[src/hw/line_store.sv]
`timescale 1ns/10ps

module line_store #(
    parameter int  INDEX_W   = 4,
    parameter type payload_t = logic [7:0]
) (
    input  logic               clk,

    // write port
    input  logic               we_i,
    input  logic [INDEX_W-1:0] waddr_i,
    input  payload_t           wdata_i,

    // read port, combinational
    input  logic [INDEX_W-1:0] raddr_i,
    output payload_t           rdata_o
);

    localparam int DEPTH = 2 ** INDEX_W;

    // no reset, content of an unwritten entry is undefined
    payload_t mem [DEPTH];

    // ----------------------------------------
    // write side
    // ----------------------------------------
    always_ff @(posedge clk) begin
        if (we_i) begin
            mem[waddr_i] <= wdata_i;
        end
    end

    // ----------------------------------------
    // read side
    // ----------------------------------------
    // a line written at an edge is visible right after it
    assign rdata_o = mem[raddr_i];

    // an X index would smear the write over the array
    a_known_waddr : assert property (
        @(posedge clk) we_i |-> !$isunknown(waddr_i)
    ) else $error("line_store: unknown write index with we_i high");

endmodule

[config.mk]
export PLATFORM = sky130hd
export DESIGN_NAME = line_store
export DESIGN_NICKNAME = d
export VERILOG_FILES = /design/src/hw/line_store.sv
export SDC_FILE = /design/constraint.sdc
export NUM_CORES = 1
export LEC_CHECK = 0
export ABC_AREA = 1
export ABC_CLOCK_PERIOD_IN_PS = 2100
export BUFFER_PORTS_ARGS = -buffer_cell sky130_fd_sc_hd__buf_4
export CORE_MARGIN = 3
export CORE_UTILIZATION = 45
export CTS_BUF_LIST = sky130_fd_sc_hd__clkbuf_4
export DETAILED_ROUTE_END_ITERATION = 10
export GPL_ROUTABILITY_DRIVEN = 0
export HOLD_SLACK_MARGIN = 0.1
export MAX_ROUTING_LAYER = met4
export PLACE_DENSITY = 0.61
export SLEW_MARGIN = 20
export SYNTH_ARGS = -nofsm -noshare
export SYNTH_HDL_FRONTEND = slang
export SYNTH_SLANG_ARGS = --single-unit
[constraint.sdc]
create_clock -name clk -period 2.1 [get_ports clk]
set_input_delay 0.63 -clock clk [delete_from_list [all_inputs] [get_ports clk]]
set_output_delay 0.63 -clock clk [all_outputs]
set_load 0.05 [all_outputs]
==> impl_metrics.env <==
export IMPL_outcome="finished, violations left"
export IMPL_failed_checks="negative setup slack"
export IMPL_synth_main_ff_cell="edfxtp_1"
export IMPL_cp_startpoint="raddr_i[0]"
export IMPL_clk_pin_slew_ns=0.10
export IMPL_tightest_slew_ns=0.259
export IMPL_placed_area_mm2=0.00624
export IMPL_slew_viol_final=0
export IMPL_finalWorstSetupSlack_ns=-0.156
export IMPL_hpwl_um=8480
export IMPL_worstPathCellList="buf_12 -> buf_12 -> buf_4 -> nand2_1 -> nand3_2 -> nand3_2 -> nand3_2 -> nand2_2 -> buf_8"
export IMPL_via_per_inst=4.96
export IMPL_p_clk_frac=0.308
export IMPL_initial_core_util=0.463
export IMPL_required_ns=1.47
export IMPL_synth_area_leaders="edfxtp_1 69%, nand2_1 12%, nand3_1 8.7%"
export IMPL_routed_wl_um=13800
export IMPL_antenna_cells=0
export IMPL_crit_path_top_delay_cell="buf_4"
export IMPL_p_sw_frac=0.241
export IMPL_hp_class="in -> reg"
export IMPL_yosysWarningCount=0
export IMPL_hold_viol=0
export IMPL_dr_total_vias=3930
export IMPL_syn_to_final_growth_pct=27.9
export IMPL_drt_iter0_markers=353
export IMPL_final_core_util=0.592
export IMPL_p_leak_nw=3.13
export IMPL_crit_fanout=13
export IMPL_min_from="wdata_i[5]"
export IMPL_cp_end_kind="output port"
export IMPL_overflow=0
export IMPL_regMostFlops="mem"
export IMPL_ant_nets=0
export IMPL_seq_power_share=0.564
export IMPL_synth_cells=543
export IMPL_clk_path_buf_depth=2
export IMPL_netlist_top_cells_count="173 x nand2_1, 128 x edfxtp_1, 100 x inv_1, 97 x nand3_1, 17 x nor2_1"
export IMPL_numPortBuffers=25
export IMPL_cp_start_kind="primary input"
export IMPL_cts_made_buffers=17
export IMPL_die_area_mm2=0.0138
export IMPL_setup_viol=8
export IMPL_power_density_mw_per_mm2=709
export IMPL_rsz0062_at_grt="yes"
export IMPL_largest_reg_flops=128
export IMPL_grt_pass1_wl_um=21400
export IMPL_synth_top_area_frac=0.686
export IMPL_antenna_found_initial=0
export IMPL_grt_max_degree=20
export IMPL_track_usage=0.213
export IMPL_wl_per_cell_um=17.4
export IMPL_cts_sinks=128
export IMPL_ys_seq_area_frac=0.686
export IMPL_synth_area_per_cell_um2=10.3
export IMPL_reg_top3="mem: 128 flops"
export IMPL_yosys_area_top_type="edfxtp_1"
export IMPL_num_fill_cells=1030
export IMPL_cts_max_level=4
export IMPL_syn_num_nets=561
export IMPL_max_stage_delay_ns=0.16
export IMPL_period_needed_ns=2.26
export IMPL_cts_hold_buf=0
export IMPL_fin_crit_sh=1.07
export IMPL_finalNetCount=631
export IMPL_ir_worst_vdd_mv=0.348
export IMPL_p_int_w=0.00386
export IMPL_synthArstFlopShare=0
export IMPL_slew_limit_headroom=0.827
export IMPL_comb_power_share=0.128
export IMPL_max_freq_mhz=443
export IMPL_stdcell_area_mm2=0.00717
export IMPL_cts_tree="yes"
export IMPL_synth_edf_count=128
export IMPL_synth_seq_cells=128
export IMPL_rows=40
export IMPL_die_w_um=118
export IMPL_io_pins=26
export IMPL_p_sw_w=0.00123
export IMPL_die_y_um=118
export IMPL_yosysUniqueCellTypes=11
export IMPL_drv_cap=0
export IMPL_core_area_mm2=0.0121
export IMPL_synth_most_common_cell="nand2_1"
export IMPL_crit_top_cell="nand3_2"
export IMPL_syn_cell_area_mm2=0.00561
export IMPL_path_class="in -> out"
export IMPL_hold_depth=1
export IMPL_drc=0
export IMPL_arrival_ns=1.63
export IMPL_root_buffer="clkbuf_4"
export IMPL_grt_pass1_vias=3865
export IMPL_drive_gt1_frac=0.318
export IMPL_drt_first_pass_iters=5
kinds of logic after synthesis:
family,synth area share
buffers and inverters,0.0980
and+or+nand+nor,0.216
DFF,0.686
stage by stage:
step	hold slack [ns]	total power (W)	setup TNS (ns)	instances	setup WS, ns
2_1_floorplan	0.729	0.00321	0	543	0.00965
5_1_grt	0.393	0.00528	-1.49	793	-0.202
3_3_place_gp	0.971	0.00342	-1.89	755	-0.260
4_1_cts	0.395	0.00507	-1.27	794	-0.171
3_5_place_dp	0.978	0.00343	-2.03	755	-0.294
6_report	0.436	0.00509	-1.06	793	-0.156
placed cells by master (no fill, tap or decap):
cell / n
nand2_1: 145
nand3_2: 65
inv_1: 100
nand2_2: 25
nor2_1: 17
nand2_4: 3
buf_16: 2
buf_8: 10
buf_6: 2
clkinv_16: 1
nand3_1: 32
buf_4: 50
clkbuf_4: 22
clkinv_2: 5
nand3b_1: 2
edfxtp_1: 128
buf_12: 11
clkinv_1: 2
inv_6: 1
bufinv_16: 2
path summary, 6_finish.rpt:
kind                    endpoint  slack, ns
worst max-delay path  rdata_o[3]      -0.16
worst min-delay path   mem[3][5]       0.44
per-layer routing:
layer  GRT usage  share of wire  vias up
met5           -              0        -
met4      0.0821          0.021        0
met2       0.332           0.50      111
li1            -              -     1900
met1       0.276           0.43     1893
met3      0.0466          0.052       26
power groups by stage:
stage | Combinational (W) | Clock (W) | Sequential, W
after floorplan | 0.000287 | 0 | 0.00293
after global placement | 0.000495 | 0 | 0.00293
after detailed placement | 0.000500 | 0 | 0.00293
after CTS | 0.000609 | 0.00159 | 0.00287
after global routing | 0.000699 | 0.00170 | 0.00288
final | 0.000650 | 0.00157 | 0.00287
timing repair:
action,CTS,global route
setup endpoints to repair,8,8
pin swaps,10,33
resized for setup,52,77
setup buffers,3,2
cloned,5,0
worst max-delay path: cells and delay by family:
kind          cells  cell delay (ns)
buf+inv           4             0.58
simple gates      5             0.40
cell type report:
cell class	count	area (um^2)	area share
Timing Repair Buffer	75	823	0.115
Tap cell	168	210	0.0293
Multi-Input combinational cell	289	1620	0.226
Clock inverter	9	92.6	0.0129
Sequential cell	128	3840	0.536
Clock buffer	22	165	0.0230
Inverter	102	414	0.0577
Power figures use the tool's default switching activity.
