File: src/hw/line_mem_pkg.sv
package line_mem_pkg;

    // ----------------------------------------
    // widths
    // ----------------------------------------
    localparam int ADDR_W      = 64;
    localparam int ID_W        = 16;
    localparam int OFFSET_W    = 6;        // 64-byte line
    localparam int DATA_W      = 512;
    localparam int TAG_S       = 64;       // stored tag entry
    localparam int TAG_FIELD_W = 32;       // upper address bits kept

    // ----------------------------------------
    // field positions
    // ----------------------------------------
    // address bits copied into addr_tag
    localparam int TAG_ADDR_HI = ADDR_W - 1;
    localparam int TAG_ADDR_LO = ADDR_W - TAG_FIELD_W;

    // valid + dirty + addr_tag, rest is padding
    localparam int PAD_W = TAG_S - 2 - TAG_FIELD_W;

    // ----------------------------------------
    // payload types
    // ----------------------------------------
    typedef struct packed {
        logic                   valid;
        logic                   dirty;
        logic [TAG_FIELD_W-1:0] addr_tag;
        logic [PAD_W-1:0]       pad;   // always zero
    } tag_entry_t;

    typedef logic [DATA_W-1:0] line_data_t;

    // ----------------------------------------
    // channel payloads
    // ----------------------------------------
    typedef struct packed {
        logic [ID_W-1:0]   id;
        logic [ADDR_W-1:0] addr;
    } ar_req_t;

    typedef struct packed {
        logic [ID_W-1:0]   id;
        logic [ADDR_W-1:0] addr;
    } aw_req_t;

    typedef struct packed {
        logic [ID_W-1:0] id;
        line_data_t      data;
    } w_beat_t;

    // tag entry sits above the data, as on the R bus
    typedef struct packed {
        logic [ID_W-1:0] id;
        tag_entry_t      tag;
        line_data_t      data;
    } r_beat_t;

endpackage

File: src/hw/line_write_ctrl.sv
`timescale 1ns/10ps

module line_write_ctrl #(
    parameter int INDEX_W = 4
) (
    input  logic                         clk,
    input  logic                         rst_n,

    // AW channel
    input  line_mem_pkg::aw_req_t        aw_i,
    input  logic                         awvalid_i,
    output logic                         awready_o,

    // W channel
    input  line_mem_pkg::w_beat_t        w_i,
    input  logic                         wvalid_i,
    output logic                         wready_o,

    // B channel
    output logic [line_mem_pkg::ID_W-1:0] bid_o,
    output logic                         bvalid_o,
    input  logic                         bready_i,

    // store write port
    output logic                         we_o,
    output logic [INDEX_W-1:0]           windex_o,
    output line_mem_pkg::tag_entry_t     wtag_o,
    output line_mem_pkg::line_data_t     wline_o
);

    typedef enum logic [1:0] {
        W_IDLE    = 2'd0,
        W_CAPTURE = 2'd1,
        W_RUN     = 2'd2,
        W_RESP    = 2'd3
    } wstate_e;

    wstate_e                       state_q, state_d;
    logic [INDEX_W-1:0]            windex_q;
    line_mem_pkg::tag_entry_t      wtag_q;
    logic [line_mem_pkg::ID_W-1:0] wid_q;

    // ----------------------------------------
    // state register
    // ----------------------------------------
    always_ff @(posedge clk) begin
        if (!rst_n) begin
            state_q <= W_IDLE;
        end else begin
            state_q <= state_d;
        end
    end

    always_comb begin
        state_d = state_q;
        case (state_q)
            W_IDLE:    if (awvalid_i) state_d = W_CAPTURE;
            W_CAPTURE: state_d = W_RUN;   // one cycle only
            W_RUN:     if (wvalid_i) state_d = W_RESP;
            W_RESP:    if (bready_i) state_d = W_IDLE;
            default:   state_d = W_IDLE;
        endcase
    end

    // ----------------------------------------
    // capture of index, tag entry and id
    // ----------------------------------------
    // AW payload is held stable until awready_o
    always_ff @(posedge clk) begin
        if (state_q == W_CAPTURE) begin
            windex_q        <= aw_i.addr[line_mem_pkg::OFFSET_W +: INDEX_W];
            wtag_q.valid    <= 1'b1;
            wtag_q.dirty    <= 1'b0;   // fresh refill is clean
            wtag_q.addr_tag <= aw_i.addr[line_mem_pkg::TAG_ADDR_HI:line_mem_pkg::TAG_ADDR_LO];
            wtag_q.pad      <= '0;
            wid_q           <= aw_i.id;
        end
    end

    assign awready_o = (state_q == W_RUN);
    assign wready_o  = (state_q == W_RUN);

    // commit tag and data together on the W transfer
    assign we_o     = (state_q == W_RUN) && wvalid_i;
    assign windex_o = windex_q;
    assign wtag_o   = wtag_q;
    assign wline_o  = w_i.data;

    assign bvalid_o = (state_q == W_RESP);
    assign bid_o    = wid_q;

    // B must not drop or change before the master takes it
    a_b_hold : assert property (
        @(posedge clk) disable iff (!rst_n)
        (bvalid_o && !bready_i) |=> (bvalid_o && $stable(bid_o))
    ) else $error("line_write_ctrl: B response changed before bready_i");

    // capture samples aw_i a cycle after it is first seen
    a_aw_stable : assert property (
        @(posedge clk) disable iff (!rst_n)
        (awvalid_i && !awready_o) |=> (awvalid_i && $stable(aw_i))
    ) else $error("line_write_ctrl: AW request changed before awready_o");

endmodule

File: config.mk
export PLATFORM = sky130hd
export DESIGN_NAME = line_write_ctrl
export DESIGN_NICKNAME = d
export VERILOG_FILES = /design/src/hw/line_mem_pkg.sv /design/src/hw/line_write_ctrl.sv
export SDC_FILE = /design/constraint.sdc
export NUM_CORES = 1
export LEC_CHECK = 0
export BUFFER_PORTS_ARGS = -buffer_cell sky130_fd_sc_hd__buf_2
export CAP_MARGIN = 20
export CELL_PAD_IN_SITES_DETAIL_PLACEMENT = 1
export CELL_PAD_IN_SITES_GLOBAL_PLACEMENT = 2
export CORE_AREA = 4 4 468 470
export DETAILED_ROUTE_END_ITERATION = 8
export DIE_AREA = 0 0 472 474
export GPL_ROUTABILITY_DRIVEN = 0
export HOLD_SLACK_MARGIN = 0.06
export PLACE_DENSITY_LB_ADDON = 0.12
export SETUP_SLACK_MARGIN = 0.05
export SYNTH_ARGS = -nofsm -noshare
export SYNTH_HDL_FRONTEND = slang
export SYNTH_SLANG_ARGS = --single-unit
File: constraint.sdc
create_clock -name clk -period 4.81 [get_ports clk]
set_clock_uncertainty 0.15 [all_clocks]
set_input_delay 0.7215 -clock clk [delete_from_list [all_inputs] [get_ports clk]]
set_output_delay 0.7215 -clock clk [all_outputs]
set_load 0.02 [all_outputs]
==> flow_summary.yaml, run 1 <==
setup_path:
  path_max_fanout: 5
  setup.worst_path.class: "reg -> out"
  setup.reg_to_reg.worst_slack_ns: 3.08
  path_cells: "inv_1, ha_1, and2_2, buf_2"
  cp.required_ns: 3.94
  cpMaxStageDelayCell: "dfxtp_1"
  cp_num_buf_inv: 2
  cp-end-kind: "primary output"
  arrival_time_at_the_worst_endpoint_ns: 1.48
  timing.critical_path.from_type: "flop"
  timing.critical_path.slowest_cell_delay_ns: 0.43
  worst_path_dominant_cell_family: "flip-flops"
sta:
  timing.final.crit_period_ns: 2.35
  setup-violations-final: 0
  rsz0062_at_grt: "no"
  totalNegativeSetupSlack_ns: 0
  fmaxAchievable_ghz: 0.426
  final-max-slew-violation-count: 0
  layout_worst_path_cycle_share_pct: 48.8
  final_hold_viol_count: 0
  measured_slew_at_the_worst_slew_check_pin_ns: 0.838
  relSlewSlack_pct: 44.1
logic_synthesis:
  synth_largest_area_cell: "buf_4"
  synth.area.top_cells: "buf_4, edfxtp_1, ha_1, dfxtp_1, a221oi_2"
  synth_seq_cells: 54
  synth-seq-area-share_pct: 27.5
  ys_warns: 0
  yosysTopAreaCellShare_pct: 70.2
  syn-cell-area_um2: 5830
  syn-instance-count: 617
  yosysUniqueCellTypes: 13
  post_synth.cell_area_avg_um2: 9.45
die:
  top_level_ports: 1213
  chipHeight_um: 474
  initial_utilization_pct: 2.72
  design.core.area_um2: 214000
  die_area_um2: 224000
  num_rows: 170
  die_w_um: 472
clock_network:
  cts_tree: "done"
  postCtsHoldBufs: 0
  clk_path_buf_depth: 2
  cts.root.buffer_cell: "clkbuf_16"
  worst_setup_hold_path_clk_slew_ns: 0.07
  cts_post_setup_buffers_inserted: 0
  cts_sinks: 54
  cts_buffers: 5
  worstSkewPairLatency_ns: 0.30
  cts_max_level: 2
  cts_repair_resize_count: 0
global_route:
  grt_max_degree: 53
  grt_remaining_overflow: 0
  grt.total_usage_pct: 6.20
  first_global_vias: 2449
  grt_first_pass_wirelength_um: 79300
  number_of_antenna_violations_at_the_first_check_in_global_routing: 0
route:
  viasPerCell: 0.742
  drt-pass1-iter-count: 3
  first_iter_violations: 76
  detail_route.drc_violations: 0
  final_wirelength_um: 74000
  route.vias.total: 2270
  detail-route-antenna-nets: 0
  post_drt_wl_per_cell_um: 24.2
finish:
  final_common_cell: "buf_2"
  final_layout_size_suffix_gt1_share_pct: 55.2
  mostFrequentLayoutCells: "buf_2, edfxtp_1, conb_1"
  area_growth_syn_to_layout_pct: 4.87
  post_layout_nets: 838
  antenna_diode_instance_count: 0
power:
  ir_drop_uv: 169
  total_power_mw: 1.72
  power_leakage_nw: 1.19
  power_density_nw_per_um2: 281
outcome:
  run_status: "completed"
min_path:
  hold_class: "reg -> reg"
run:
  drv_cap: 0
placement:
  portBuffers: 112
  dp_hpwl_um: 70200
==> registers in the layout, indices dropped and copies added (netlist names) <==
register  cells
bid_o        16
state_q       2
windex_o      4
wtag_o       32
==> worst reg2reg max path: stages (launching register included) <==
cell,delay (ns)
dfxtp_1,0.34
inv_1,0.12
ha_4,0.66
==> Yosys cell counts <==
cell      count
and2_2        1
edfxtp_1     52
conb_1        2
nand2_1       2
o21a_1        1
ha_1          4
dfxtp_1       2
inv_1         4
buf_4       545
a221oi_2      1
o31a_1        1
nor2b_1       1
mux2i_1       1
==> area by class of cell <==
class	count	area, µm²
tap	2838	3550
multi-input combinational	44	245
fill	25700	208000
inverter	4	15.0
clock buffer	5	125
timing repair buffer	112	561
clock inverter	2	13.8
sequential	54	1600
==> where the power goes <==
group,internal (mW),total (mW),switching (mW)
combinational,0.137,0.581,0.443
sequential,0.697,0.746,0.0492
clock,0.193,0.390,0.197
total,1.03,1.72,0.690
==> path summary, 6_finish.rpt <==
| kind | startpoint | endpoint | cells after the start |
|---|---|---|---|
| min | state_q[1] | state_q[1] | 2 |
| max reg2reg | state_q[1] | wtag_o[60] | 2 |
| min reg2reg | state_q[1] | state_q[1] | 2 |
| max | state_q[0] | we_o | 4 |
==> layer usage <==
layer / global-route usage [%] / vias to the layer above / share of wire (%)
met4: 2.47 / 6 / 4.6
li1: - / 536 / -
met1: 1.66 / 715 / 9.6
met3: 12.4 / 209 / 43
met5: 1.15 / - / 0.43
met2: 9.44 / 804 / 43
==> cells by family after synthesis <==
group	synth area share [%]
compound gates	0.537
fa+ha+maj	0.859
buf+inv	70.5
flops	27.5
mux	0.172
other cells	0.129
simple gates	0.365
==> through the flow <==
| step | setup slack (ns) | instance area [µm²] | hold WS, ns | util (%) | instances |
|---|---|---|---|---|---|
| after floorplan | 2.57 | 5940 | 0.318 | - | 647 |
| after global placement | 2.77 | 5970 | 0.354 | 2.79 | 3052 |
| after detailed placement | 2.78 | 5970 | 0.356 | 2.79 | 3052 |
| after CTS | 2.45 | 6110 | 0.367 | 2.85 | 3059 |
| after global routing | 2.37 | 6110 | 0.415 | 2.85 | 3059 |
| final | 2.46 | 6110 | 0.363 | 2.85 | 3059 |
No activity file was read; power rests on OpenSTA's default activity.
==> inputs of run 2 (changes only) <==
clock period = 2.3 ns   (was 4.81 ns; I/O delays follow)
==> run 2 against run 1 <==
  * Global-route usage about the same
  * Sequential power up 110%
  * Worst setup slack worse by 2.1 ns
  * First-iteration DRC count unchanged
  * Non-clock buffer count up 32
  * Critical endpoint unchanged
==> flow_summary.yaml, run 2 (synthesis results as in run 1) <==
outcome:
  run_status: "completed"
setup_path:
  setup.worst_path.class: "reg -> out"
  arrival_time_at_the_worst_endpoint_ns: 1.42
  setup.reg_to_reg.worst_slack_ns: 0.74
  timing.critical_path.from_type: "flop"
  timing.critical_path.slowest_cell_delay_ns: 0.39
  cp-end-kind: "primary output"
  path_max_fanout: 5
  cpMaxStageDelayCell: "dfxtp_1"
  cp.required_ns: 1.80
  path_cells: "inv_1, ha_1, and2_2, buf_2"
finish:
  area_growth_syn_to_layout_pct: 10.9
  largest_register_ff_count: 32
  antenna_diode_instance_count: 0
  final_core_utilization_pct: 3.01
  final_cell_count_no_fill: 3092
  post_layout_nets: 870
  final_layout_size_suffix_gt1_share_pct: 48.4
  stdcell_area_um2: 6460
  mostFrequentLayoutCells: "buf_2, edfxtp_1, conb_1"
  fillers: 25600
  multi_input_area_um2: 235
  final_common_cell: "buf_2"
  ff_latch_area_um2: 1600
sta:
  worst_slack_ns: 0.384
  layout_worst_path_cycle_share_pct: 83.3
  final_hold_viol_count: 0
  rsz0062_at_grt: "no"
  whs_ns: 0.0810
  timing.final.crit_period_ns: 1.92
  totalNegativeSetupSlack_ns: 0
  fmaxAchievable_ghz: 0.522
  final-max-slew-violation-count: 0
  setup-violations-final: 0
route:
  detail-route-antenna-nets: 0
  viasPerCell: 0.771
  drt-pass1-iter-count: 3
  route.vias.total: 2384
  first_iter_violations: 76
  final_wirelength_um: 74200
  detail_route.drc_violations: 0
  post_drt_wl_per_cell_um: 24.0
die:
  chipHeight_um: 474
  initial_utilization_pct: 2.72
  design.core.area_um2: 214000
  die_w_um: 472
  top_level_ports: 1213
  num_rows: 170
  die_area_um2: 224000
placement:
  portBuffers: 112
  dp_hpwl_um: 70300
  place_inst: 3053
  place_ws_ns: 0.703
  dpl_cell_area_um2: 5980
clock_network:
  cts_buffers: 5
  worst_setup_hold_path_clk_slew_ns: 0.08
  worstSkewPairLatency_ns: 0.30
  cts_max_level: 2
  cts_sinks: 54
  cts_post_setup_buffers_inserted: 0
  clk_path_buf_depth: 2
  cts_tree: "done"
  cts.root.buffer_cell: "clkbuf_16"
power:
  power_leakage_nw: 1.34
  ir_drop_uv: 343
  power_density_nw_per_um2: 580
  total_power_mw: 3.75
global_route:
  grt_max_degree: 53
  number_of_antenna_violations_at_the_first_check_in_global_routing: 2
  first_global_vias: 2587
  grt.total_usage_pct: 6.22
  grt_first_pass_wirelength_um: 79800
  grt_remaining_overflow: 0
min_path:
  hold_class: "in -> reg"
run:
  drv_cap: 0
## run 2: cell count changes in the layout (fill, tap and decap cells not counted), sizes merged
cell / delta
buf: +1
bufinv: +1
dlygate4sd3: +31
## run 2: routing by layer
metal	global-route usage (%)	part of all wire (%)	up-vias
met5	1.15	0.43	-
met3	12.4	42	215
li1	-	-	601
met1	1.75	10	759
met2	9.43	43	803
met4	2.47	4.6	6
## run 2: worst paths after layout
kind         cells after the start          to       start
max                              4        we_o  state_q[0]
min                              1   bid_o[12]    aw_i[76]
max reg2reg                      4  state_q[1]  state_q[0]
min reg2reg                      2  state_q[1]  state_q[1]
## run 2: critical path, delay by kind of cell (launching register included)
kind / cells / cell delay [ns]
adders and majority gates: 1 / 0.29
DFF: 1 / 0.39
and+or+nand+nor: 1 / 0.20
buffers and inverters: 2 / 0.23
## run 2: area by class of cell
cell class	instances	share of cell area [%]
inverters	4	0.232
clock inverters	3	0.658
well taps	2838	55.0
flip-flops and latches	54	24.8
multi-input cells	44	3.64
repair buffers	144	13.8
clock buffers	5	1.94
## run 2: power breakdown
group,leakage [nW],switching (mW),internal (mW)
Combinational,0.756,0.932,0.335
Sequential,0.502,0.102,1.45
Clock,0.0818,0.413,0.517
Total,1.34,1.45,2.30
## run 2: timing repair
item / in CTS / in global routing
resized for setup: 0 / 0
hold endpoints to repair: 31 / 0
hold buffers: 31 / 0
==> inputs of run 3 (changes only) <==
clock period = 1.5 ns   (was 2.3 ns; I/O delays follow)
==> run 3 against run 2 <==
  * Critical endpoint unchanged
  * Sequential share of layout area is 1.4 points lower
  * Sequential power is 52% higher
  * Highest routed layer unchanged
  * Non-clock buffer count is 32 higher
  * Worst setup slack worse by 0.38 ns
  * Largest cell class unchanged
==> flow_summary.yaml, run 3 (synthesis results as in run 1) <==
outcome:
  run_status: "completed"
route:
  final_wirelength_um: 70800
  post_drt_wl_per_cell_um: 22.7
  first_iter_violations: 91
  detail_route.drc_violations: 0
  route.vias.total: 2466
  drt-pass1-iter-count: 4
  detail-route-antenna-nets: 0
  viasPerCell: 0.789
power:
  power_frac_seq_pct: 40.0
  p_clk_share_pct: 20.6
  p_sw_mw: 2.16
  ir_drop_uv: 362
  cell_internal_pwr_mw: 3.72
  total_power_mw: 5.88
  power.combinational.fraction_pct: 39.4
  power_density_nw_per_um2: 858
  power_leakage_nw: 1.49
  p_sw_share_pct: 36.7
setup_path:
  timing.critical_path.from: "state_q[0]"
  path_cells: "inv_2, ha_4, and2_4, buf_6"
  timing.reg2reg.worst_path_depth: 4
  setup.worst_path.class: "reg -> out"
  worstReg2RegEnd: "wtag_o[34]"
  timing.critical_path.from_type: "flop"
  r2r_start: "state_q[0]"
  arrival_time_at_the_worst_endpoint_ns: 1.12
  cpMaxStageDelayCell: "dfxtp_2"
  cp_num_buf_inv: 2
  cp.required_ns: 1.12
  worst-path-stages: 4
  setup.reg_to_reg.worst_slack_ns: 0.02
  timing.critical_path.slowest_cell_delay_ns: 0.34
  cp-end-kind: "primary output"
  path_max_fanout: 4
  worst_path_dominant_cell_family: "flip-flops"
  crit_path_end: "we_o"
placement:
  portBuffers: 112
  place_ws_ns: 0.0132
  dpl_cell_area_um2: 6030
  dp_hpwl_um: 66600
sta:
  setup-violations-final: 0
  final-max-slew-violation-count: 0
  whs_ns: 0.184
  rsz0062_at_grt: "yes"
  layout_worst_path_cycle_share_pct: 99.8
  timing.final.crit_period_ns: 1.50
  final_hold_viol_count: 0
  fmaxAchievable_ghz: 0.668
  worst_slack_ns: 0.00241
min_path:
  hold_class: "in -> reg"
run:
  drv_cap: 0
die:
  initial_utilization_pct: 2.72
  die_w_um: 472
  chipHeight_um: 474
  die_area_um2: 224000
  design.core.area_um2: 214000
  num_rows: 170
  top_level_ports: 1213
finish:
  mostFrequentLayoutCells: "buf_2, dlygate4sd3_1, edfxtp_1"
  largest_register_ff_count: 32
  area_growth_syn_to_layout_pct: 17.7
  stdcell_area_um2: 6860
  post_layout_nets: 902
  final_common_cell: "buf_2"
  antenna_diode_instance_count: 0
  final_layout_size_suffix_gt1_share_pct: 48.3
  fillers: 25600
global_route:
  grt.total_usage_pct: 5.90
  grt_first_pass_wirelength_um: 75900
  grtUsageMet2_pct: 8.44
  most_crowded_layer_gr: "met3"
  number_of_antenna_violations_at_the_first_check_in_global_routing: 0
  grt.met3_usage_pct: 12.1
  grt_remaining_overflow: 0
  gr-usage-met1_pct: 1.58
  first_global_vias: 2570
  grt_max_degree: 31
clock_network:
  cts_sinks: 54
  worstSkewPairLatency_ns: 0.30
  clk_path_buf_depth: 2
  cts_max_level: 2
  cts_tree: "done"
  worst_setup_hold_path_clk_slew_ns: 0.08
  cts.root.buffer_cell: "clkbuf_16"
  cts_buffers: 5
## run 3: tightest hold or removal path: cells and delay by family
family	cells	cell delay, ns
buffers and inverters	2	0.19
AO/OA/AOI/OAI	1	0.08
multiplexers	1	0.11
## run 3: per-layer routing
layer / up-vias / wire length, µm
met4: 2 / 4470
met2: 759 / 28600
li1: 665 / -
met1: 822 / 6920
met3: 218 / 30700
met5: - / 97
## run 3: power groups by stage
stage | logic, mW | clock network [mW] | registers (mW)
after floorplan | 2.54 | 0 | 2.91
after global placement | 1.93 | 0 | 2.38
after detailed placement | 1.91 | 0 | 2.38
after CTS | 2.15 | 1.31 | 2.37
after global routing | 2.47 | 1.35 | 2.41
final | 2.32 | 1.21 | 2.35
## run 3: area by class of cell
| cell class | count | area (µm²) | area share [%] |
|---|---|---|---|
| Clock buffer | 5 | 125 | 1.82 |
| Clock inverter | 3 | 11.3 | 0.164 |
| Inverter | 4 | 15.0 | 0.219 |
| Multi-Input combinational cell | 44 | 303 | 4.41 |
| Sequential cell | 54 | 1610 | 23.4 |
| Tap cell | 2838 | 3550 | 51.8 |
| Timing Repair Buffer | 176 | 1250 | 18.2 |
## run 3: per-stage QoR
| step | utilization [%] | TNS, ns | cells |
|---|---|---|---|
| finish | 3.20 | 0 | 3124 |
| global route | 3.20 | -0.556 | 3124 |
| CTS | 3.16 | -0.0372 | 3120 |
| detailed placement | 2.81 | 0 | 3058 |
| global placement | 2.81 | 0 | 3058 |
| floorplan | - | 0 | 647 |
## run 3: repair_timing
| item | 4_1_cts | 5_1_grt |
|---|---|---|
| resized for setup | 20 | 5 |
| hold buffers | 53 | 0 |
| pin swaps | 2 | 1 |
| setup buffers | 1 | 2 |
| endpoints found under the hold margin | 53 | 0 |
| endpoints found under the setup margin | 5 | 36 |
| cloned | 0 | 2 |
## run 3: how the worst min path moves through the flow
stage,startpoint,end,slack [ns],cells past startpoint
global placement,aw_i[77],bid_o[13],0.25,1
detailed placement,aw_i[61],wtag_o[59],0.25,1
global route,awvalid_i,state_q[1],0.18,4
CTS,awvalid_i,state_q[1],0.15,4
floorplan,aw_i[64],bid_o[0],0.17,0
finish,awvalid_i,state_q[1],0.18,4
