## config.mk

```make
export PLATFORM = sky130hd
export DESIGN_NAME = line_read_ctrl
export DESIGN_NICKNAME = d
export VERILOG_FILES = /design/src/hw/line_mem_pkg.sv /design/src/hw/line_read_ctrl.sv
export SDC_FILE = /design/constraint.sdc
export NUM_CORES = 1
export LEC_CHECK = 0
export ABC_CLOCK_PERIOD_IN_PS = 51600
export BUFFER_PORTS_ARGS = -buffer_cell sky130_fd_sc_hd__buf_2
export CORE_AREA = 2 2 493 495
export CTS_CLUSTER_SIZE = 40
export DETAILED_ROUTE_END_ITERATION = 10
export DIE_AREA = 0 0 495 497
export HOLD_SLACK_MARGIN = 0.06
export REMOVE_ABC_BUFFERS = 1
export SYNTH_ARGS = -nofsm -noshare
export SYNTH_HDL_FRONTEND = slang
export SYNTH_SLANG_ARGS = --single-unit
```

## constraint.sdc

```tcl
create_clock -name clk -period 51.6 [get_ports clk]
set_clock_uncertainty 0.2 [all_clocks]
set_input_delay 2.58 -clock clk [delete_from_list [all_inputs] [get_ports clk]]
set_output_delay 2.58 -clock clk [all_outputs]
set_load 0.05 [all_outputs]
```

## src/hw/line_mem_pkg.sv

```systemverilog
package line_mem_pkg;

    // ----------------------------------------
    // widths
    // ----------------------------------------
    localparam int ADDR_W      = 64;
    localparam int ID_W        = 16;
    localparam int OFFSET_W    = 6;        // 64-byte line
    localparam int DATA_W      = 512;
    localparam int TAG_S       = 64;       // stored tag entry
    localparam int TAG_FIELD_W = 32;       // upper address bits kept

    // ----------------------------------------
    // field positions
    // ----------------------------------------
    // address bits copied into addr_tag
    localparam int TAG_ADDR_HI = ADDR_W - 1;
    localparam int TAG_ADDR_LO = ADDR_W - TAG_FIELD_W;

    // valid + dirty + addr_tag, rest is padding
    localparam int PAD_W = TAG_S - 2 - TAG_FIELD_W;

    // ----------------------------------------
    // payload types
    // ----------------------------------------
    typedef struct packed {
        logic                   valid;
        logic                   dirty;
        logic [TAG_FIELD_W-1:0] addr_tag;
        logic [PAD_W-1:0]       pad;   // always zero
    } tag_entry_t;

    typedef logic [DATA_W-1:0] line_data_t;

    // ----------------------------------------
    // channel payloads
    // ----------------------------------------
    typedef struct packed {
        logic [ID_W-1:0]   id;
        logic [ADDR_W-1:0] addr;
    } ar_req_t;

    typedef struct packed {
        logic [ID_W-1:0]   id;
        logic [ADDR_W-1:0] addr;
    } aw_req_t;

    typedef struct packed {
        logic [ID_W-1:0] id;
        line_data_t      data;
    } w_beat_t;

    // tag entry sits above the data, as on the R bus
    typedef struct packed {
        logic [ID_W-1:0] id;
        tag_entry_t      tag;
        line_data_t      data;
    } r_beat_t;

endpackage

```

## src/hw/line_read_ctrl.sv

```systemverilog
`timescale 1ns/10ps

module line_read_ctrl #(
    parameter int INDEX_W = 4
) (
    input  logic                     clk,
    input  logic                     rst_n,

    // AR channel
    input  line_mem_pkg::ar_req_t    ar_i,
    input  logic                     arvalid_i,
    output logic                     arready_o,

    // R channel
    output line_mem_pkg::r_beat_t    r_o,
    output logic                     rvalid_o,
    input  logic                     rready_i,

    // store read port
    output logic [INDEX_W-1:0]       rindex_o,
    input  line_mem_pkg::tag_entry_t rtag_i,
    input  line_mem_pkg::line_data_t rline_i
);

    typedef enum logic [1:0] {
        R_IDLE   = 2'd0,
        R_ACCEPT = 2'd1,
        R_RETURN = 2'd2
    } rstate_e;

    rstate_e               state_q, state_d;
    line_mem_pkg::r_beat_t r_q;

    // ----------------------------------------
    // state register
    // ----------------------------------------
    always_ff @(posedge clk) begin
        if (!rst_n) begin
            state_q <= R_IDLE;
        end else begin
            state_q <= state_d;
        end
    end

    always_comb begin
        state_d = state_q;
        case (state_q)
            R_IDLE:   if (arvalid_i) state_d = R_ACCEPT;
            R_ACCEPT: state_d = R_RETURN;   // AR transfer here
            R_RETURN: if (rready_i) state_d = R_IDLE;
            default:  state_d = R_IDLE;
        endcase
    end

    // index straight from the held AR address
    assign rindex_o  = ar_i.addr[line_mem_pkg::OFFSET_W +: INDEX_W];
    assign arready_o = (state_q == R_ACCEPT);

    // ----------------------------------------
    // R beat, latched at the end of accept
    // ----------------------------------------
    // a write landing on the same edge is not seen, old line returns
    always_ff @(posedge clk) begin
        if (state_q == R_ACCEPT) begin
            r_q.id   <= ar_i.id;
            r_q.tag  <= rtag_i;
            r_q.data <= rline_i;
        end
    end

    assign r_o      = r_q;
    assign rvalid_o = (state_q == R_RETURN);

    // payload frozen under back-pressure, even with writes going on
    a_r_hold : assert property (
        @(posedge clk) disable iff (!rst_n)
        (rvalid_o && !rready_i) |=> (rvalid_o && $stable(r_o))
    ) else $error("line_read_ctrl: R beat changed before rready_i");

endmodule

```

==> summary.md, run 1 <==
| Metric | Value |
|---|---|
| Status | `completed` |
| Startpoint class of the critical path | `input pin` |
| Number of buffers created by CTS | `87` |
| Overflow after GRT | `0` |
| Worst Hold Class | `reg -> reg` |
| P_sw | `0.3839 mW` |
| Max-slew violation count | `0` |
| Fmax | `186.5 MHz` |
| Setup violators final | `0` |
| DIE HEIGHT | `497 um` |
| Largest net degree at the start of global routing | `139` |
| Vias in the first global route | `13240` |
| Root buf cell | `clkbuf_16` |
| CP Capture Type | `output port` |
| Post-route setup slack | `46.24 ns` |
| Combinational power share | `0.111` |
| Worst skew pair latency | `0.71 ns` |
| Die Area | `246000 um2` |
| Placed Instance Area | `27890 um2` |
| Initial antenna violation count | `421` |
| Post-route ant nets | `0` |
| Internal power | `0.9574 mW` |
| R2r setup slk | `47.82 ns` |
| Synth area leader | `edfxtp_1` |
| Synth Warn # | `0` |
| Fraction of layout cells with a size suffix above 1 | `0.6818` |
| CTS H-tree lvls | `3` |
| Synthesized area per cell | `29.61 um2` |
| Met2 wire len | `82.02 mm` |
| CORE AREA | `240100 um2` |
| Residual DRC | `0` |
| Max-slew headroom | `0.3132` |
| TritonRoute pass-1 iters | `5` |
| CTS tree | `done` |
| Post-Route WL | `191.9 mm` |
| Most frequent cells in the layout | `buf_2, edfxtp_1, clkbuf_16` |
| IO Port Bufs | `1189` |
| WL met3 | `45.31 mm` |
| Switching part of the total | `0.2862` |
| Met1 WL | `57.51 mm` |
| Syn-to-layout area delta | `73.99%` |
| Setup TNS | `0 ns` |
| Routed WL per cell | `36.40 um` |
| Maximum VDD drop | `0.00003734 V` |
| Via count | `14010` |
| Fin nets | `2545` |
| Critical Path RT | `48.82 ns` |
| Final period utilization | `0.1039` |
| Hold-fix buffers, CTS | `0` |
| Starting Density | `0.07450` |
| Post-synth top area share | `0.9939` |
| Global-route wire length before repair | `223.0 mm` |
| Post-synthesis cell type count | `9` |
| Pre-CTS setup slack | `46.24 ns` |
| Final hold violation count | `0` |
| Gr usage total | `0.1506` |
| Post-route minimum period | `5.361 ns` |
| Register bit count reported by yosys | `594` |
| Pwr dens | `43.10 nW/um2` |
| Iter 0 DRT Violations | `1065` |
| Num Clock Sinks | `594` |
| Post-CTS setup repair buffer count | `0` |
| Top cells by area, synth | `edfxtp_1, dfxtp_1, buf_4, nor2b_2, nor3b_1` |
| Power, Total | `1.341 mW` |
| HPWL Detailed | `172.2 mm` |
| Type of the worst setup path | `in -> out` |
| Top Metal Used | `met5` |
| Max cap viols | `0` |
| Final Wtd Congestion | `0.8903` |
| Mapped Cells | `604` |
| IO Pins | `1258` |
| Sequential element share of the synthesized area | `0.9962` |
| WP data arrival | `2.58 ns` |
| Clock Power Share | `0.468` |
| Mapped Area | `17890 um2` |
| Most common cell after layout, fill and taps aside | `buf_2` |
| Slew @ Worst Pin | `1.030 ns` |
| Via density | `2.658` |
| CTS clk-pin slew, worst paths | `0.06 ns` |
| Resize count post-CTS | `0` |
| Crit path max fanout | `1` |
| Die width | `495 um` |
| # rows | `180` |
| Sequential power share | `0.421` |
| Final instance area | `31120 um2` |
| Longest Clk Path Bufs | `3` |
| Unrepaired setup endpoints after global routing | `no` |
| Leak | `11.63 nW` |
[path summary, 6_finish.rpt]
path	start	endpoint	depth (start not counted)
min reg2reg	state_q[0]$_SDFFE_PN0P_	state_q[0]$_SDFFE_PN0P_	1
min	state_q[0]$_SDFFE_PN0P_	state_q[0]$_SDFFE_PN0P_	1
max	ar_i[6]	rindex_o[0]	0
max reg2reg	state_q[0]$_SDFFE_PN0P_	r_o[463]$_DFFE_PP_	4
[stage by stage]
| step | util | instances | hold slack, ns |
|---|---|---|---|
| after floorplan | - | 600 | 0.2306 |
| after global placement | 0.1162 | 4981 | 0.2511 |
| after detailed placement | 0.1162 | 4981 | 0.2664 |
| after CTS | 0.1283 | 5140 | 0.2782 |
| after global routing | 0.1288 | 5188 | 0.3213 |
| final | 0.1296 | 5271 | 0.2769 |
[Yosys cell counts (all sizes together)]
cell type / n
buf: 4
nor3b: 1
o21a: 1
dfxtp: 2
edfxtp: 592
nor3: 1
nand2: 1
nor2b: 2
[power by group through the flow]
stage               Clock, mW  Sequential, mW  Combinational [mW]
floorplan                   0           0.660             0.00860
global placement            0           0.573               0.153
detailed placement          0           0.574               0.154
CTS                     0.657           0.564               0.154
global route            0.667           0.566               0.155
finish                  0.628           0.564               0.149
[sequential cells by signal, indices dropped and copies added, names as in the netlist]
name,cells
r_o,592
state_q,2
[final cells by class]
type	instances	area, um2
clock buffers	107	2346
multi-input cells	6	43.79
flip-flops and latches	594	17820
repair buffers	1196	6041
fillers	27020	209000
well taps	3185	3985
diodes	131	327.8
clock inverters	52	559.3
[per-layer routing]
layer,up-vias,track usage
met5,-,0
met4,380,0.02877
met3,616,0.1622
met2,1312,0.2300
met1,6421,0.1364
li1,5281,-
[cells by family (layout without fill, tap and decap cells)]
| logic type | Yosys count | in the layout | share of synthesized area |
|---|---|---|---|
| AO/OA/AOI/OAI | 1 | 1 | 0.0004199 |
| buffers and inverters | 4 | 1355 | 0.001679 |
| flip-flops | 594 | 594 | 0.9962 |
| other | 0 | 131 | 0 |
| AND/OR/NAND/NOR | 5 | 5 | 0.001749 |
Note: power is estimated with default switching activity, not from simulation.
==> inputs of run 2 (changes only) <==
--- a/config.mk
+++ b/config.mk
@@ -5,12 +5,13 @@
 export SDC_FILE = /design/constraint.sdc
 export NUM_CORES = 1
 export LEC_CHECK = 0
-export ABC_CLOCK_PERIOD_IN_PS = 51600
+export ABC_AREA = 1
+export ABC_CLOCK_PERIOD_IN_PS = 5400
 export BUFFER_PORTS_ARGS = -buffer_cell sky130_fd_sc_hd__buf_2
-export CORE_AREA = 2 2 493 495
+export CORE_AREA = 2 2 496 498
 export CTS_CLUSTER_SIZE = 40
 export DETAILED_ROUTE_END_ITERATION = 10
-export DIE_AREA = 0 0 495 497
+export DIE_AREA = 0 0 498 500
 export HOLD_SLACK_MARGIN = 0.06
 export REMOVE_ABC_BUFFERS = 1
 export SYNTH_ARGS = -nofsm -noshare
==> constraint.sdc (replaced) <==
create_clock -name clk -period 5.4 [get_ports clk]
set_clock_uncertainty 0.2 [all_clocks]
set_input_delay 0.27 -clock clk [delete_from_list [all_inputs] [get_ports clk]]
set_output_delay 0.27 -clock clk [all_outputs]
set_load 0.05 [all_outputs]
==> run 2 against run 1 <==
Net effect:
- global-route usage down 0.54 points
- final cell count up 16%
- highest routed layer unchanged
- setup slack worse by 44 ns
- critical endpoint is now arready_o
- critical path depth up 5
- cell area up 26%
- core utilization up 3.1 points
- non-clock buffer count up 804
- combinational power rose to 14 times the previous value
- count of clock-buffer cells in the layout down 5
- area after synthesis about the same
- hold slack worse by 0.14 ns
- register-to-register slack worse by 45 ns
==> summary.md, run 2 <==
| Metric | Value |
|---|---|
| DIE HEIGHT | `500 um (+0.60%)` |
| Root buf cell | `clkbuf_16` |
| CORE AREA | `244300 um2 (+1.8%)` |
| Via density | `2.779 (+4.6%)` |
| Worst skew pair latency | `0.71 ns (about the same)` |
| Most frequent cells in the layout | `buf_2, dlygate4sd3_1, edfxtp_1` |
| CP Capture Type | `output port` |
| Post-synthesis cell type count | `10 (+1)` |
| Post-Route WL | `185.8 mm (-3.2%)` |
| Pwr dens | `342.5 nW/um2 (+690%)` |
| Status | `completed` |
| Combinational power share | `0.153 (+0.042)` |
| Worst Hold Class | `in -> reg` |
| Post-route ant nets | `0 (unchanged)` |
| CTS H-tree lvls | `3 (unchanged)` |
| Fmax | `323.7 MHz` |
| Slew @ Worst Pin | `0.8718 ns (-0.1585 ns)` |
| Primary FF master, synth | `edfxtp_1` |
| Final period utilization | `0.5720` |
| Mapped Area | `17900 um2 (about the same)` |
| Synth area leader | `edfxtp_1` |
| Final hold violation count | `0 (unchanged)` |
| Final instance area | `39320 um2 (+26%)` |
| Mapped Cells | `609 (+0.83%)` |
| Power, Total | `13.46 mW (+900%)` |
| CTS clk-pin slew, worst paths | `0.06 ns (about the same)` |
| Max-slew violation count | `0 (unchanged)` |
| IO Port Bufs | `1189 (unchanged)` |
| Die width | `498 um (+0.61%)` |
| Startpoint class of the critical path | `flop` |
| Max FFs per register | `592 (unchanged)` |
| CTS tree | `done` |
| Fin nets | `3355 (+32%)` |
| Global-route wire length before repair | `229.7 mm (+3.0%)` |
| Ys async rst share | `0 (unchanged)` |
| Register bit count reported by yosys | `594 (unchanged)` |
| Max incr delay on CP | `0.55 ns` |
| IO Pins | `1258 (unchanged)` |
| EDFF count, synth | `592 (unchanged)` |
| Via count | `17040 (+22%)` |
| Sequential power share | `0.400 (-0.021)` |
| Post-route minimum period | `3.089 ns` |
| Unrepaired setup endpoints after global routing | `no` |
| Non-filler cells, final | `6130 (+16%)` |
| Leak | `15.01 nW (+29%)` |
| Synth Warn # | `0 (unchanged)` |
| Vias in the first global route | `17680 (+34%)` |
| Post-CTS setup repair buffer count | `0 (unchanged)` |
| Maximum VDD drop | `0.0002623 V (+600%)` |
| Gr usage total | `0.1451 (-0.005431)` |
| Fraction of layout cells with a size suffix above 1 | `0.4815 (-0.2003)` |
| Internal power | `9.552 mW (+900%)` |
| P_sw | `3.913 mW (+920%)` |
| Switching part of the total | `0.2906 (+0.004384)` |
| Sequential element share of the synthesized area | `0.9955 (about the same)` |
| Die Area | `249000 um2 (+1.2%)` |
| Synthesized area per cell | `29.39 um2 (-0.75%)` |
| Placed Instance Area | `27960 um2 (+0.27%)` |
| Syn-to-layout area delta | `119.7%` |
| Max cap viols | `0 (unchanged)` |
| HPWL Detailed | `162.8 mm (-5.4%)` |
| # rows | `182 (+1.1%)` |
| Most common cell after layout, fill and taps aside | `buf_2` |
| Top post-synthesis cells by count | `edfxtp_1, inv_1, buf_4` |
| Inst Count DP | `5020 (+0.78%)` |
| Top-count cell post-synth | `edfxtp_1` |
| Largest net degree at the start of global routing | `118 (-15%)` |
| Max-slew headroom | `0.4188 (+0.1056)` |
| Fin Hold WS | `0.1392 ns (-0.1377 ns)` |
| Overflow after GRT | `0 (unchanged)` |
| Number of buffers created by CTS | `88 (+1.1%)` |
| Iter 0 DRT Violations | `889 (-17%)` |
| Filler instances | `26960 (-0.24%)` |
| Num Clock Sinks | `594 (unchanged)` |
| Starting Density | `0.07325 (-0.001248)` |
| Final Util | `0.1609 (+0.03128)` |
| Crit path max fanout | `96 (+95)` |
| Routed WL per cell | `30.31 um (-17%)` |
| Crit-path cells | `inv_1, nand2_2, inv_8, buf_12, buf_2` |
| WP data arrival | `2.62 ns (+0.04 ns)` |
| Critical-path top delay cell | `inv_8` |
| Final Wtd Congestion | `0.9046 (+1.6%)` |
| TritonRoute pass-1 iters | `5 (unchanged)` |
| Critical Path RT | `4.93 ns (-43.89 ns)` |
| Post-synth top area share | `0.9932 (about the same)` |
| Residual DRC | `0 (unchanged)` |
| Longest Clk Path Bufs | `3 (unchanged)` |
| Type of the worst setup path | `reg -> out` |
| Setup violators final | `0 (unchanged)` |
| Initial antenna violation count | `358 (-15%)` |
| Clock Power Share | `0.447 (-0.021)` |
| Top cells by area, synth | `edfxtp_1, dfxtp_1, buf_4, inv_1, a21oi_2` |
==> run 2: changes by cell type in the layout (fill, tap and decap cells not counted), sizes merged, moves of 2 or more <==
cell         previous run  this run
clkbuf                107       102
inv                     9        15
nor2b                   2         0
dlygate4sd3             0       805
clkinvlp                9        12
diode                 131       146
==> run 2: cells by family (layout without fill, tap and decap cells) <==
logic type	Yosys count	count (layout)	share of synthesized area
AO/OA/AOI/OAI	1	1	0.0004894
buffers and inverters	9	2164	0.002726
flip-flops	594	594	0.9955
other	0	146	0
AND/OR/NAND/NOR	5	5	0.001327
==> run 2: critical path, delay by kind of cell, from the launching register on <==
family / cells / cell delay [ns]
buffers and inverters: 4 / 1.32
flip-flops: 1 / 0.33
AND/OR/NAND/NOR: 1 / 0.10
==> run 2: final timing paths <==
kind / depth (start not counted) / endpoint / slack (ns) / startpoint
max reg2reg: 4 / r_o[125]$_DFFE_PP_ / 2.89 / state_q[1]$_SDFFE_PN0P_
min: 2 / r_o[214]$_DFFE_PP_ / 0.14 / rline_i[214]
min reg2reg: 1 / state_q[0]$_SDFFE_PN0P_ / 0.27 / state_q[1]$_SDFFE_PN0P_
max: 5 / arready_o / 2.31 / state_q[1]$_SDFFE_PN0P_
==> run 2: per-stage QoR <==
stage	setup WS, ns	setup TNS [ns]
3_5_place_dp	2.908	0
6_report	2.311	0
4_1_cts	2.115	0
5_1_grt	2.073	0
3_3_place_gp	2.993	0
2_1_floorplan	-7.883	-4674.18
==> run 2: power groups by stage <==
| stage | registers, mW | logic (mW) | clock network, mW |
|---|---|---|---|
| 4_1_cts | 5.39 | 2.11 | 6.28 |
| 5_1_grt | 5.41 | 2.15 | 6.42 |
| 6_report | 5.39 | 2.06 | 6.01 |
| 3_3_place_gp | 5.48 | 1.45 | 0 |
| 2_1_floorplan | 6.31 | 0.0828 | 0 |
| 3_5_place_dp | 5.48 | 1.46 | 0 |
==> run 2: final cells by class <==
type | count | area [um2] | share of cell area
Tap cell | 3220 | 4029 | 0.1025
Antenna cell | 146 | 365.4 | 0.009293
Sequential cell | 594 | 17820 | 0.4532
Clock inverter | 57 | 631.9 | 0.01607
Timing Repair Buffer | 2000 | 14120 | 0.3590
Clock buffer | 102 | 2297 | 0.05843
Inverter | 5 | 26.28 | 0.0006683
Multi-Input combinational cell | 6 | 32.53 | 0.0008274
==> run 2: what timing repair did <==
item	CTS	global route
hold endpoints to repair	594	0
gates resized for setup	0	0
hold buffers	805	0
==> run 2: per-layer routing <==
layer | track usage | part of all wire | up-vias
li1 | - | - | 6896
met4 | 0.03152 | 0.024 | 284
met3 | 0.09516 | 0.14 | 483
met1 | 0.1674 | 0.40 | 8233
met5 | 0 | 0.0098 | -
met2 | 0.2225 | 0.43 | 1141
==> inputs of run 3 (changes only) <==
--- a/config.mk
+++ b/config.mk
@@ -5,8 +5,8 @@
 export SDC_FILE = /design/constraint.sdc
 export NUM_CORES = 1
 export LEC_CHECK = 0
-export ABC_AREA = 1
-export ABC_CLOCK_PERIOD_IN_PS = 5400
+export ABC_AREA = 0
+export ABC_CLOCK_PERIOD_IN_PS = 3000
 export BUFFER_PORTS_ARGS = -buffer_cell sky130_fd_sc_hd__buf_2
 export CORE_AREA = 2 2 496 498
 export CTS_CLUSTER_SIZE = 40
==> constraint.sdc (replaced) <==
create_clock -name clk -period 3 [get_ports clk]
set_clock_uncertainty 0.2 [all_clocks]
set_input_delay 0.15 -clock clk [delete_from_list [all_inputs] [get_ports clk]]
set_output_delay 0.15 -clock clk [all_outputs]
set_load 0.05 [all_outputs]
==> run 3 against run 2 <==
Net effect:
- the flow now stops in clock tree synthesis
- area after synthesis barely moved
- synthesized cell count shrank 0.82%
==> summary.md, run 3 <==
| Metric | Value |
|---|---|
| Inst Count DP | `5027 (+0.14%)` |
| Final Wtd Congestion | `0.8990 (-0.62%)` |
| IO Pins | `1258 (unchanged)` |
| Num Clock Sinks | `594 (unchanged)` |
| Post-synthesis cell type count | `9 (-1)` |
| Root buf cell | `clkbuf_16` |
| Ys async rst share | `0 (unchanged)` |
| Synthesized area per cell | `29.61 um2 (+0.76%)` |
| Top cells by area, synth | `edfxtp_1, dfxtp_1, buf_4, nor2b_2, nor3b_1` |
| Placed Instance Area | `28090 um2 (+0.45%)` |
| Primary FF master, synth | `edfxtp_1` |
| Mapped Area | `17890 um2 (about the same)` |
| Number of buffers created by CTS | `85 (-3.4%)` |
| EDFF count, synth | `592 (unchanged)` |
| Mapped Cells | `604 (-0.82%)` |
| Post-CTS setup repair buffer count | `0 (unchanged)` |
| Register bit count reported by yosys | `594 (unchanged)` |
| Synth Warn # | `0 (unchanged)` |
| Tool error | `[ERROR RSZ-0060] Max buffer count reached.` |
| # rows | `182 (unchanged)` |
| Die width | `498 um (unchanged)` |
| CTS H-tree lvls | `3 (unchanged)` |
| IO Port Bufs | `1189 (unchanged)` |
| Top post-synthesis cells by count | `edfxtp_1, buf_4, dfxtp_1` |
| Resize count post-CTS | `0 (unchanged)` |
| Failed at | `clock tree synthesis` |
| Post-synth top area share | `0.9939 (about the same)` |
| Status | `did not finish` |
| DIE HEIGHT | `500 um (unchanged)` |
| Top-count cell post-synth | `edfxtp_1` |
| HPWL Detailed | `174.7 mm (+7.3%)` |
| Sequential element share of the synthesized area | `0.9962 (about the same)` |
| Synth area leader | `edfxtp_1` |
| Longest Clk Path Bufs | `3 (unchanged)` |
| Starting Density | `0.07320 (about the same)` |
| Hold-fix buffers, CTS | `1038 (+29%)` |
==> run 3: changes by cell type after synthesis <==
cell / before / now
nor2b_2: 0 / 1
nor2_1: 1 / 0
nand3_1: 1 / 0
o21a_1: 0 / 1
nor2b_1: 0 / 1
inv_1: 5 / 0
nand2_2: 1 / 0
a21oi_2: 1 / 0
nor3b_1: 0 / 1
==> run 3: cells by family after synthesis <==
kind of cell / count (synthesis) / synth area share
and+or+nand+nor: 5 / 0.001749
buffers and inverters: 4 / 0.001679
AOI/OAI and AO/OA: 1 / 0.0004199
DFF: 594 / 0.9962
==> run 3: per-stage QoR <==
| stage | worst slack, ns | TNS [ns] | hold slack, ns | utilization |
|---|---|---|---|---|
| 2_1_floorplan | -14.01 | -8256.67 | 0.04887 | - |
| 3_3_place_gp | 0.9869 | 0 | 0.1004 | 0.1150 |
| 3_5_place_dp | 0.8900 | 0 | 0.1004 | 0.1150 |
==> inputs of run 4 (changes only) <==
--- a/config.mk
+++ b/config.mk
@@ -8,11 +8,10 @@
 export ABC_AREA = 0
 export ABC_CLOCK_PERIOD_IN_PS = 3000
 export BUFFER_PORTS_ARGS = -buffer_cell sky130_fd_sc_hd__buf_2
-export CORE_AREA = 2 2 496 498
-export CTS_CLUSTER_SIZE = 40
+export CORE_AREA = 2 2 487 489
 export DETAILED_ROUTE_END_ITERATION = 10
-export DIE_AREA = 0 0 498 500
-export HOLD_SLACK_MARGIN = 0.06
+export DIE_AREA = 0 0 489 491
+export PLACE_DENSITY_LB_ADDON = 0.15
 export REMOVE_ABC_BUFFERS = 1
 export SYNTH_ARGS = -nofsm -noshare
 export SYNTH_HDL_FRONTEND = slang
==> run 4 against run 3 <==
Net effect:
- the run again fails in clock tree synthesis
- synthesized cell count did not move
- area after synthesis did not move
==> summary.md, run 4 <==
| Metric | Value |
|---|---|
| Root buf cell | `clkbuf_16` |
| Failed at | `clock tree synthesis` |
| EDFF count, synth | `592 (unchanged)` |
| Post-CTS setup repair buffer count | `0 (unchanged)` |
| # rows | `178 (-2.2%)` |
| Synth area leader | `edfxtp_1` |
| Register bit count reported by yosys | `594 (unchanged)` |
| Die width | `489 um (-1.8%)` |
| Mapped Cells | `604 (unchanged)` |
| HPWL Detailed | `80.78 mm (-54%)` |
| Primary FF master, synth | `edfxtp_1` |
| Inst Count DP | `4957 (-1.4%)` |
| Top post-synthesis cells by count | `edfxtp_1, buf_4, dfxtp_1` |
| CTS H-tree lvls | `3 (unchanged)` |
| Hold-fix buffers, CTS | `1020 (-1.7%)` |
| Status | `did not finish` |
| Final Wtd Congestion | `0.7826 (-13%)` |
| IO Port Bufs | `1189 (unchanged)` |
| Mapped Area | `17890 um2 (unchanged)` |
| Ys async rst share | `0 (unchanged)` |
| Top cells by area, synth | `edfxtp_1, dfxtp_1, buf_4, nor2b_2, nor3b_1` |
| Pre-CTS setup slack | `1.027 ns (+0.1374 ns)` |
| Number of buffers created by CTS | `80 (-5.9%)` |
| IO Pins | `1258 (unchanged)` |
| Post-synthesis cell type count | `9 (unchanged)` |
| Longest Clk Path Bufs | `3 (unchanged)` |
| Synth Warn # | `0 (unchanged)` |
| DIE HEIGHT | `491 um (-1.8%)` |
| Starting Density | `0.07627 (+0.003067)` |
| Tool error | `[ERROR RSZ-0060] Max buffer count reached.` |
| Synthesized area per cell | `29.61 um2 (unchanged)` |
| Resize count post-CTS | `0 (unchanged)` |
| Post-synth top area share | `0.9939 (unchanged)` |
| Top-count cell post-synth | `edfxtp_1` |
| Sequential element share of the synthesized area | `0.9962 (unchanged)` |
| Num Clock Sinks | `594 (unchanged)` |
==> run 4: cell counts after synthesis <==
Identical to the previous run, type by type.
==> run 4: logic make-up after synthesis <==
kind of cell	synth area share
AND/OR/NAND/NOR	0.001749
AO/OA/AOI/OAI	0.0004199
flip-flops	0.9962
buffers and inverters	0.001679
==> run 4: per-stage QoR <==
step	area (um2)	setup TNS (ns)
after global placement	27990	0
after floorplan	17860	-8256.67
after detailed placement	27990	0
